<file path="config.mk">
export PLATFORM = sky130hd
export DESIGN_NAME = pipe_hazard_top
export DESIGN_NICKNAME = d
export VERILOG_FILES = /design/src/pipe_pkg.sv /design/src/pipeline_control.sv /design/src/load_use_detect.sv /design/src/muldiv_iter.sv /design/src/dmem_port.sv /design/src/stage_regs.sv /design/src/pipe_hazard_top.sv
export SDC_FILE = /design/constraint.sdc
export NUM_CORES = 1
export LEC_CHECK = 0
export ABC_AREA = 1
export BUFFER_PORTS_ARGS = -buffer_cell sky130_fd_sc_hd__buf_2
export CAP_MARGIN = 10
export CORE_MARGIN = 1.5
export CORE_UTILIZATION = 46
export CTS_CLUSTER_DIAMETER = 100
export DETAILED_ROUTE_END_ITERATION = 6
export PLACE_DENSITY = 0.76
export SLEW_MARGIN = 40
export SYNTH_ARGS = -nofsm -noshare
export SYNTH_HDL_FRONTEND = slang
export SYNTH_SLANG_ARGS = --single-unit
</file>
<file path="constraint.sdc">
create_clock -name clk -period 17.4 [get_ports clk]
set_input_delay 0.87 -clock clk [delete_from_list [all_inputs] [get_ports clk]]
set_output_delay 0.87 -clock clk [all_outputs]
set_load 0.005 [all_outputs]
</file>
<file path="src/pipe_pkg.sv">
`default_nettype none

package pipe_pkg;

  // token kinds seen by the hazard logic
  typedef enum logic [2:0] {
    OP_ALU,
    OP_LOAD,
    OP_STORE,
    OP_MUL,
    OP_JUMP,
    OP_TRAP
  } op_t;

  typedef logic [4:0]  reg_idx_t;    // x0..x31
  typedef logic [31:0] word_t;
  typedef logic [7:0]  tag_t;        // sequence number from the source
  typedef logic [5:0]  stage_vec_t;  // [0] pc up to [4] mem_wb, [5] spare

  // abstract instruction, 92 bits
  typedef struct packed {
    logic     valid;  // low means bubble
    tag_t     tag;
    op_t      op;
    reg_idx_t rd;
    reg_idx_t rs1;
    reg_idx_t rs2;
    logic     taken;  // jump redirects fetch
    word_t    opa;    // mem address, later the result
    word_t    opb;    // store data or multiplier
  } token_t;

  // stall patterns per hazard
  localparam stage_vec_t LOAD_USE_STALL = 6'b000011;
  localparam stage_vec_t MUL_STALL      = 6'b000111;
  localparam stage_vec_t RAM_STALL      = 6'b001111;
  localparam stage_vec_t JUMP_STALL     = 6'b000000;
  localparam stage_vec_t TRAP_STALL     = 6'b000000;

  // flush patterns, set bit loads a bubble
  localparam stage_vec_t LOAD_USE_FLUSH = 6'b000100;
  localparam stage_vec_t MUL_FLUSH      = 6'b001000;
  localparam stage_vec_t RAM_FLUSH      = 6'b010000;
  localparam stage_vec_t JUMP_FLUSH     = 6'b000110;
  localparam stage_vec_t TRAP_FLUSH     = 6'b001110;
  localparam stage_vec_t RESET_FLUSH    = 6'b011111;  // every stage

  localparam word_t MUL_CYCLES = 32'd32;  // one step per multiplier bit

endpackage

`default_nettype wire

</file>
<file path="src/pipeline_control.sv">
`timescale 1ns/1ps
`default_nettype none

// hazard requests in, per-stage stall and flush out
// pure combinational, later stage wins
module pipeline_control (
  input  wire                  rst,
  input  wire                  ram_stall_if_i,   // fetch side busy
  input  wire                  ram_stall_mem_i,  // data port pending
  input  wire                  load_use_i,       // raised in id
  input  wire                  jump_i,           // taken jump in ex
  input  wire                  mul_busy_i,       // multiplier holds ex
  input  wire                  trap_i,           // trap in wb
  output pipe_pkg::stage_vec_t stall_o,
  output pipe_pkg::stage_vec_t flush_o
);

  logic ram_req;

  assign ram_req = ram_stall_if_i | ram_stall_mem_i;  // both memories share one pattern

  always_comb begin
    if (rst) begin
      stall_o = '0;
      flush_o = pipe_pkg::RESET_FLUSH;  // empty the whole pipe
    end else if (ram_req) begin
      // freeze pc..ex_mem, bubble into mem_wb
      stall_o = pipe_pkg::RAM_STALL;
      flush_o = pipe_pkg::RAM_FLUSH;
    end else if (trap_i) begin
      stall_o = pipe_pkg::TRAP_STALL;
      flush_o = pipe_pkg::TRAP_FLUSH;  // drop younger tokens
    end else if (jump_i) begin
      stall_o = pipe_pkg::JUMP_STALL;
      flush_o = pipe_pkg::JUMP_FLUSH;  // two wrong-path tokens
    end else if (mul_busy_i) begin
      // hold ex and everything older in fetch order
      stall_o = pipe_pkg::MUL_STALL;
      flush_o = pipe_pkg::MUL_FLUSH;
    end else if (load_use_i) begin
      stall_o = pipe_pkg::LOAD_USE_STALL;
      flush_o = pipe_pkg::LOAD_USE_FLUSH;  // one bubble into ex
    end else begin
      stall_o = '0;  // free flow
      flush_o = '0;
    end
  end

endmodule

`default_nettype wire

</file>
<file path="src/load_use_detect.sv">
`timescale 1ns/1ps
`default_nettype none

// load in ex whose rd feeds the token now in id
module load_use_detect (
  input  wire pipe_pkg::token_t id_tok_i,
  input  wire pipe_pkg::token_t ex_tok_i,
  output logic                  hazard_o
);

  logic ex_load;
  logic rs1_hit;
  logic rs2_hit;

  // x0 never carries a dependency
  assign ex_load = ex_tok_i.valid && (ex_tok_i.op == pipe_pkg::OP_LOAD)
                   && (ex_tok_i.rd != '0);

  assign rs1_hit = (id_tok_i.rs1 == ex_tok_i.rd);
  assign rs2_hit = (id_tok_i.rs2 == ex_tok_i.rd);

  // bubble in id never waits
  assign hazard_o = ex_load && id_tok_i.valid && (rs1_hit || rs2_hit);

endmodule

`default_nettype wire

</file>
<file path="src/muldiv_iter.sv">
`timescale 1ns/1ps
`default_nettype none

// shift-add multiplier, holds ex until the product is ready
module muldiv_iter (
  input  wire                   clk,
  input  wire                   rst,
  input  wire pipe_pkg::token_t ex_tok_i,
  output logic                  busy_o,
  output pipe_pkg::word_t       product_o
);

  typedef enum logic [1:0] {S_IDLE, S_RUN, S_DONE} state_t;

  state_t           state_q;
  pipe_pkg::word_t  cnt_q;     // steps taken
  pipe_pkg::tag_t   tag_q;     // token being multiplied
  pipe_pkg::word_t  acc_q;     // partial product
  pipe_pkg::word_t  mcand_q;   // shifts left
  pipe_pkg::word_t  mplier_q;  // shifts right
  logic             mul_tok;
  logic             same_tok;
  logic             start;

  assign mul_tok  = ex_tok_i.valid && (ex_tok_i.op == pipe_pkg::OP_MUL);
  assign same_tok = mul_tok && (ex_tok_i.tag == tag_q);
  // a new mul can follow straight after done
  assign start = mul_tok && ((state_q == S_IDLE) || ((state_q == S_DONE) && !same_tok));

  assign busy_o    = start || (state_q == S_RUN);  // done releases ex
  assign product_o = acc_q;

  always_ff @(posedge clk) begin
    if (rst) begin
      state_q <= S_IDLE;
      cnt_q   <= '0;
      tag_q   <= '0;
    end else begin
      case (state_q)
        S_IDLE, S_DONE: begin
          if (start) begin
            state_q <= S_RUN;
            cnt_q   <= '0;
            tag_q   <= ex_tok_i.tag;
          end else if (!same_tok) begin
            state_q <= S_IDLE;  // token left ex
          end
        end
        S_RUN: begin
          cnt_q <= cnt_q + 1'b1;
          if (!same_tok) state_q <= S_IDLE;  // flushed by a trap
          else if (cnt_q == pipe_pkg::MUL_CYCLES - 1'b1) state_q <= S_DONE;
        end
        default: state_q <= S_IDLE;
      endcase
    end
  end

  // datapath, one multiplier bit per cycle
  always_ff @(posedge clk) begin
    if (start) begin
      acc_q    <= '0;
      mcand_q  <= ex_tok_i.opa;
      mplier_q <= ex_tok_i.opb;
    end else if (state_q == S_RUN) begin
      if (mplier_q[0]) acc_q <= acc_q + mcand_q;  // wraps to low 32 bits
      mcand_q  <= mcand_q << 1;
      mplier_q <= mplier_q >> 1;
    end
  end

endmodule

`default_nettype wire

</file>
<file path="src/dmem_port.sv">
`timescale 1ns/1ps
`default_nettype none

// four-phase req/ack master for load and store in mem
module dmem_port (
  input  wire                   clk,
  input  wire                   rst,
  input  wire pipe_pkg::token_t mem_tok_i,
  input  wire                   dmem_ack_i,
  input  wire pipe_pkg::word_t  dmem_rdata_i,
  output logic                  stall_o,
  output pipe_pkg::word_t       rdata_o,
  output logic                  dmem_req_o,
  output logic                  dmem_we_o,
  output pipe_pkg::word_t       dmem_addr_o,
  output pipe_pkg::word_t       dmem_wdata_o
);

  typedef enum logic [1:0] {S_IDLE, S_REQ, S_WAIT_LOW, S_DONE} state_t;

  state_t          state_q;
  pipe_pkg::tag_t  tag_q;  // token served by the last transfer
  logic            mem_acc;
  logic            same_tok;
  logic            pending;
  logic            start;

  assign mem_acc  = mem_tok_i.valid
                    && ((mem_tok_i.op == pipe_pkg::OP_LOAD) || (mem_tok_i.op == pipe_pkg::OP_STORE));
  assign same_tok = mem_acc && (mem_tok_i.tag == tag_q);
  // done once per token, even if mem stays held
  assign pending  = mem_acc && !((state_q == S_DONE) && same_tok);
  assign start    = pending && ((state_q == S_IDLE) || (state_q == S_DONE));

  assign stall_o    = pending;
  assign dmem_req_o = (state_q == S_REQ);

  always_ff @(posedge clk) begin
    if (rst) begin
      state_q <= S_IDLE;
      tag_q   <= '0;
    end else begin
      case (state_q)
        S_IDLE: begin
          if (start) state_q <= S_REQ;
        end
        S_REQ: begin
          if (dmem_ack_i) state_q <= S_WAIT_LOW;  // drop req next
        end
        S_WAIT_LOW: begin
          if (!dmem_ack_i) state_q <= S_DONE;  // handshake closed
        end
        S_DONE: begin
          if (start) state_q <= S_REQ;  // back to back access
          else if (!same_tok) state_q <= S_IDLE;
        end
        default: state_q <= S_IDLE;
      endcase
      if (start) tag_q <= mem_tok_i.tag;
    end
  end

  // request fields stay stable for the whole transfer
  always_ff @(posedge clk) begin
    if (start) begin
      dmem_addr_o  <= mem_tok_i.opa;
      dmem_wdata_o <= mem_tok_i.opb;
      dmem_we_o    <= (mem_tok_i.op == pipe_pkg::OP_STORE);
    end
    if ((state_q == S_REQ) && dmem_ack_i) rdata_o <= dmem_rdata_i;
  end

endmodule

`default_nettype wire

</file>
<file path="src/stage_regs.sv">
`timescale 1ns/1ps
`default_nettype none

// pc, if_id, id_ex, ex_mem and mem_wb token registers
// flush beats stall, stall beats load
module stage_regs (
  input  wire                       clk,
  input  wire pipe_pkg::token_t     fetch_i,
  input  wire pipe_pkg::stage_vec_t stall_i,
  input  wire pipe_pkg::stage_vec_t flush_i,
  input  wire pipe_pkg::word_t      product_i,  // from the multiplier
  input  wire pipe_pkg::word_t      rdata_i,    // from the data port
  output pipe_pkg::token_t          id_tok_o,
  output pipe_pkg::token_t          ex_tok_o,
  output pipe_pkg::token_t          mem_tok_o,
  output pipe_pkg::token_t          wb_tok_o
);

  pipe_pkg::token_t stage_d [5];  // next value per register
  pipe_pkg::token_t stage_q [5];  // index matches the stall bit
  logic             ex_mul;
  logic             mem_load;

  assign ex_mul   = stage_q[2].valid && (stage_q[2].op == pipe_pkg::OP_MUL);
  assign mem_load = stage_q[3].valid && (stage_q[3].op == pipe_pkg::OP_LOAD);

  always_comb begin
    stage_d[0] = fetch_i;
    stage_d[1] = stage_q[0];
    stage_d[2] = stage_q[1];
    stage_d[3] = stage_q[2];
    stage_d[4] = stage_q[3];
    // results ride in opa
    if (ex_mul) stage_d[3].opa = product_i;
    if (mem_load) stage_d[4].opa = rdata_i;
  end

  always_ff @(posedge clk) begin
    for (int i = 0; i < 5; i++) begin
      if (flush_i[i]) begin
        stage_q[i] <= '0;  // bubble
      end else if (!stall_i[i]) begin
        stage_q[i] <= stage_d[i];
      end
    end
  end

  assign id_tok_o  = stage_q[1];
  assign ex_tok_o  = stage_q[2];
  assign mem_tok_o = stage_q[3];
  assign wb_tok_o  = stage_q[4];  // retire point

endmodule

`default_nettype wire

</file>
<file path="src/pipe_hazard_top.sv">
`timescale 1ns/1ps
`default_nettype none

module pipe_hazard_top (
  input  wire                   clk,
  input  wire                   rst,
  input  wire pipe_pkg::token_t fetch_i,
  input  wire                   imem_busy_i,  // fetch stall stand-in
  input  wire                   dmem_ack_i,
  input  wire pipe_pkg::word_t  dmem_rdata_i,
  output logic                  fetch_ready_o,
  output pipe_pkg::token_t      retire_o,
  output logic                  dmem_req_o,
  output logic                  dmem_we_o,
  output pipe_pkg::word_t       dmem_addr_o,
  output pipe_pkg::word_t       dmem_wdata_o
);

  pipe_pkg::stage_vec_t stall;
  pipe_pkg::stage_vec_t flush;
  pipe_pkg::token_t     id_tok;
  pipe_pkg::token_t     ex_tok;
  pipe_pkg::token_t     mem_tok;
  pipe_pkg::token_t     wb_tok;
  pipe_pkg::word_t      product;
  pipe_pkg::word_t      rdata;
  logic                 load_use;
  logic                 mul_busy;
  logic                 ram_stall_mem;
  logic                 jump_req;
  logic                 trap_req;

  // redirect decided in ex, trap taken at wb
  assign jump_req = ex_tok.valid && (ex_tok.op == pipe_pkg::OP_JUMP) && ex_tok.taken;
  assign trap_req = wb_tok.valid && (wb_tok.op == pipe_pkg::OP_TRAP);

  assign fetch_ready_o = !stall[0];  // pc hold blocks fetch
  assign retire_o      = wb_tok;

  pipeline_control u_ctrl (
    .rst             (rst),
    .ram_stall_if_i  (imem_busy_i),
    .ram_stall_mem_i (ram_stall_mem),
    .load_use_i      (load_use),
    .jump_i          (jump_req),
    .mul_busy_i      (mul_busy),
    .trap_i          (trap_req),
    .stall_o         (stall),
    .flush_o         (flush)
  );

  load_use_detect u_lud (.id_tok_i(id_tok), .ex_tok_i(ex_tok), .hazard_o(load_use));

  muldiv_iter u_mul (
    .clk       (clk),
    .rst       (rst),
    .ex_tok_i  (ex_tok),
    .busy_o    (mul_busy),
    .product_o (product)
  );

  dmem_port u_dmem (
    .clk          (clk),
    .rst          (rst),
    .mem_tok_i    (mem_tok),
    .dmem_ack_i   (dmem_ack_i),
    .dmem_rdata_i (dmem_rdata_i),
    .stall_o      (ram_stall_mem),
    .rdata_o      (rdata),
    .dmem_req_o   (dmem_req_o),
    .dmem_we_o    (dmem_we_o),
    .dmem_addr_o  (dmem_addr_o),
    .dmem_wdata_o (dmem_wdata_o)
  );

  stage_regs u_regs (
    .clk       (clk),
    .fetch_i   (fetch_i),
    .stall_i   (stall),
    .flush_i   (flush),  // reset empties the pipe through here
    .product_i (product),
    .rdata_i   (rdata),
    .id_tok_o  (id_tok),
    .ex_tok_o  (ex_tok),
    .mem_tok_o (mem_tok),
    .wb_tok_o  (wb_tok)
  );

endmodule

`default_nettype wire

</file>
# After elaboration in Yosys (flattened, before gate mapping)
# Memories as Yosys holds them, arrays and structs flattened.
# Index checks and enable logic that the tools add are counted.
# word_totals
reg_bits,245
memories,1
output_inout_bits,159
word_cells,142
ram_bits,460
inputBits,128
# mem_list
memory,words,word_bits,rd,rd_ports_with_merged_regs,wr,line_no,rtl
u_regs.stage_q,5,92,5,0,5,stage_regs.sv:20,pipe_pkg::token_t stage_q [5];
# op_classes
n_reduce_logical,37
bitwise_logic,6
eq_ne,23
n_mux,61
n_addsub,2
# op_table
operator,count
$mux 92,5
$mux 32,7
$pmux 32 s2,1
$mux 5,10
$add 32x1->32 const B,1
$add 32x32->32,1
$eq 32x5->1 const B,1
$mux 1,25
$mux 2,10
$logic_and 1x1->1,18
$eq 8x8->1,2
$eq 5x5->1,2
$ne 3x3->1 const B,3
$pmux 2 s4,1
$reduce_and 2->1,4
$eq 2x2->1 const B,3
$eq 3x1->1 const B,2
$eq 3x2->1 const B,2
$eq 3x3->1 const B,2
$or 1x1->1,6
$logic_or 1x1->1,5
$reduce_bool 5->1,1
$eq 2x1->1 const B,2
$logic_not 2->1,2
8 further kinds,13

# Longest topological paths before layout
# An unclocked memory read counts as a cell.
# depth
word_depth,18
depth_mapped,16
depth_no_buf,16

# Cells and area by module
# A second synthesis with hierarchy kept.
# hier_totals
hier_cells,3493
hier_area_um2,35409.0
# modules_own_cells
mod,instances,seq_area_each_um2,area_per_inst_um2,cells_each
stage_regs,1,13813.2,22479.1,1878
muldiv_iter,1,3403.3,8819.7,1313
dmem_port,1,3113.0,3728.6,219
load_use_detect,1,0.0,203.9,46
pipeline_control,1,0.0,138.9,27
pipe_hazard_top,1,0.0,38.8,10

# Worst setup path before layout
# No wires, ideal clock.
# synth_path
path_type,input -> output
from,in rst
to,out fetch_ready_o
path_buffers,1
t_arrival_ns,7.371
setup_slack_ns,9.159
required_time_ns,16.530
stages,5
cell_sequence,clkbuf_1 clkinv_1 nand2_2 inv_1 a21oi_1
# synth_via
elab_chain_len,2
# synth_lines
item,line_no,rtl
start: declaration,pipe_hazard_top.sv:6,"input wire rst,"
$mux 5,pipeline_control.sv:23,if (rst) begin
$logic_not 1->1,--,
end: declaration,pipe_hazard_top.sv:11,"output logic fetch_ready_o,"
# No other way between the ends.

# Final worst setup path
# Same ends and word-level chain as after synthesis.

==> impl_metrics.ini <==
[drt]
firstDrtPassIters = 6
ant_nets = 0
vias_per_cell = 4.80
drt_first_iter_violations = 1902
wl_per_cell_microns = 15.3
drc_errors = 0
via_count = 20000
wirelength_microns = 63800

[sta]
fmax_mhz = 201
period_share = 0.286
worst_pin_slew_ns = 0.835
fin_skew_ns = 0.0227
hold_viol_final = 0
setup_tns_ns = 0
setup_violations = 0
rsz0062_at_grt = false
maxSlewViolCount = 0
relSlewSlack = 0.443
min_period_ns = 4.98

[floorplan]
fp.dieW_microns = 256
core_region_area_sq_mm = 0.0631
die_h_microns = 256
initial_core_util = 0.466
dieArea_sq_mm = 0.0655
rows = 92
io_pins = 287

[clocking]
clkTransAtPathRegs_ns = 0.07
postCtsHoldBufs = 0
insertion_delay_ns = 0.62
cts.path.max_buffers = 3
root_buffer = clkbuf_16
cts_resized = 0
cts_tree = built
post_cts_buffers = 0
cts.sinks = 705
cts_inserted_buffers = 72
h-tree-depth = 3

[global_routing]
grt_max_degree = 119
grt_pass1_wl_microns = 101000
antenna_found_initial = 12
grt_overflow = 0
first_global_vias = 18900
grt_usage = 0.194

[setup_path]
cp.arrival_ns = 4.11
crit_chain = buf_2 > buf_4 > clkinv_1 > nand2_4 > inv_1 > a21oi_4 > buf_4 > buf_2
crit_slowest_cell = nand2_4
cp.required_ns = 16.53
critPathKind = primary input to primary output
crit_buf_inv = 6
crit_fanout = 51
slowest_delay_ns = 0.89
endpoint_kind = primary output
cp_top_family = buffers and inverters
worst_setup_path_start_kind = primary input

[cells_and_area]
finalNetCount = 3419
area_growth_pct = 16.0
design_area_sq_mm = 0.0341
fillers = 5532
drive_above_1_share = 0.145
fin_util = 0.541

[placed_design]
gp_congestion = 0.926
dp_hpwl_microns = 44200
dpl_cell_area_sq_mm = 0.0316
port_buffers = 286

[yosys]
synth.avg_cell_area_sq_um = 9.88
syn_inst = 2976
ys_warn_count = 0
syn-cell-area_sq_mm = 0.0294
syn-num-nets = 3141
seq_area_frac_synth = 0.660
ys_types = 37
ys_ff_latch = 705

[worst_hold_path]
hp-class = primary input to flop

[run]
max_cap_viol_count = 0

[status]
status = finished, final reports clean

[power_and_ir_drop]
ir_worst_vdd_uv = 66.4
leakagePower_uw = 0.0150
power.density_mw_per_mm2 = 116
p_total_uw = 3970
[path summary, 6_finish.rpt]
kind / startpoint / endpoint / slack (ns) / cells past startpoint
worst max-delay path: rst / fetch_ready_o / 12.42 / 8
worst min-delay path: dmem_rdata_i[19] / u_dmem.rdata_o[19] / 0.43 / 1
worst max register to register: u_regs.stage_q[2][81] / u_regs.stage_q[1][85] / 13.35 / 10
worst min register to register: u_regs.stage_q[3][2] / u_dmem.dmem_wdata_o[2] / 0.45 / 0
[area by class of cell]
cell class	instances	area, sq um	area share
flip-flops and latches	705	19400	0.569
multi-input cells	1562	7230	0.212
inverters	606	2280	0.0667
clock buffers	101	2110	0.0618
repair buffers	307	1620	0.0474
well taps	846	1060	0.0310
clock inverters	33	412	0.0121
diodes	3	7.51	0.000220
[state kept, by name, summed over array words and instances (netlist names), 32 cells and up]
name and flops:
u_mul.mcand_q 32, u_mul.product_o 32, u_dmem.dmem_addr_o 32, u_mul.mplier_q 32
u_mul.cnt_q 32, u_dmem.rdata_o 32, u_regs.stage_q 460, u_dmem.dmem_wdata_o 32
[through the flow]
step,setup WS (ns),hold WS (ns),instances
after floorplan,9.16,0.426,2976
after global placement,12.49,0.431,4025
after detailed placement,12.39,0.439,4026
after CTS,12.38,0.404,4160
after global routing,12.15,0.415,4162
final,12.42,0.427,4163
[worst register-to-register path, stage by stage, from the launching register on]
cell	delay, ns
edfxtp_1	0.41
nand4_1	0.11
buf_4	0.51
nor2_1	0.12
nand4_1	0.17
nand3_4	0.33
nand2_4	0.45
nand2_1	0.16
nand3_4	0.56
buf_6	0.67
nor2_1	0.27
[power by group]
group          internal, uW  leakage, uW  total (uW)  switching, uW
clock network           983      0.00123        1620            639
logic                   114      0.00685         350            236
registers              1940      0.00694        2000           53.3
[logic make-up (layout without fill, tap and decap cells)]
| logic type | Yosys count | after routing | synth area share |
|---|---|---|---|
| buffers and inverters | 709 | 1047 | 0.0973 |
| flip-flops | 705 | 705 | 0.660 |
| other | 0 | 3 | 0 |
| XOR/XNOR | 25 | 25 | 0.00745 |
| adder cells (fa/ha/maj) | 37 | 37 | 0.0160 |
| AO/OA/AOI/OAI | 310 | 310 | 0.0546 |
| AND/OR/NAND/NOR | 1190 | 1190 | 0.165 |
[cells in the final DEF, fill, tap and decap left out, types with 4 or more instances in the layout]
| cell type | synthesis | routed |
|---|---|---|
| inv_1 | 602 | 600 |
| edfxtp_1 | 529 | 529 |
| nand2_1 | 498 | 497 |
| nor2_1 | 483 | 482 |
| buf_2 | 38 | 286 |
| dfxtp_1 | 176 | 176 |
| o21ai_0 | 155 | 155 |
| a21oi_1 | 133 | 130 |
| nand3_1 | 108 | 106 |
| clkbuf_16 | 0 | 77 |
| ha_1 | 36 | 36 |
| nor2_2 | 34 | 35 |
| nor3_1 | 26 | 26 |
| nand4_1 | 18 | 18 |
| buf_4 | 5 | 16 |
| clkbuf_1 | 40 | 15 |
| xnor2_1 | 13 | 13 |
| xor2_1 | 12 | 12 |
| o21bai_1 | 10 | 10 |
| clkinv_2 | 0 | 10 |
| clkbuf_8 | 0 | 9 |
| bufinv_16 | 0 | 9 |
| clkinv_1 | 1 | 7 |
| or2_2 | 7 | 7 |
| inv_2 | 3 | 4 |
| a21o_1 | 4 | 4 |
| nor4_1 | 4 | 4 |
| nand3b_1 | 4 | 4 |
| clkinvlp_4 | 0 | 4 |
| inv_6 | 0 | 4 |
| buf_6 | 18 | 4 |
[synthesized netlist by cell type]
master    instances  area [sq um]
nor4_1            4          25.0
nand3_2           2          20.0
a21boi_1          1          7.51
edfxtp_1        529         15900
nand4_1          18           113
nor3_1           26           130
nand2_1         498          1870
buf_4             5          37.5
nor2_1          483          1810
a21o_1            4          30.0
nor3b_1           2          15.0
o21ai_0         155           776
buf_2            38           190
buf_1             2          7.51
nand3b_1          4          30.0
clkinv_1          1          3.75
nand2_2           3          18.8
clkbuf_1         40           150
a21boi_0          1          7.51
ha_1             36           450
dfxtp_1         176          3520
a31oi_1           1          6.26
a21oi_1         133           666
nor2_2           34           213
fa_1              1          20.0
nor2_4            1          11.3
nand3_1         108           541
o21bai_1         10          75.1
o21a_1            1          7.51
xor2_1           12           105
o221ai_1          1          8.76
o211ai_1          3          22.5
xnor2_1          13           114
inv_2             3          11.3
buf_6            18           203
or2_2             7          43.8
inv_1           602          2260
[layer usage]
layer	global-route usage	vias up	routed length, microns
met5	0	-	105
met4	0.0633	16	1430
met3	0.0372	106	4780
met2	0.286	672	27400
met1	0.289	9201	30100
li1	-	9972	-
No activity file was read; power rests on OpenSTA's default activity.
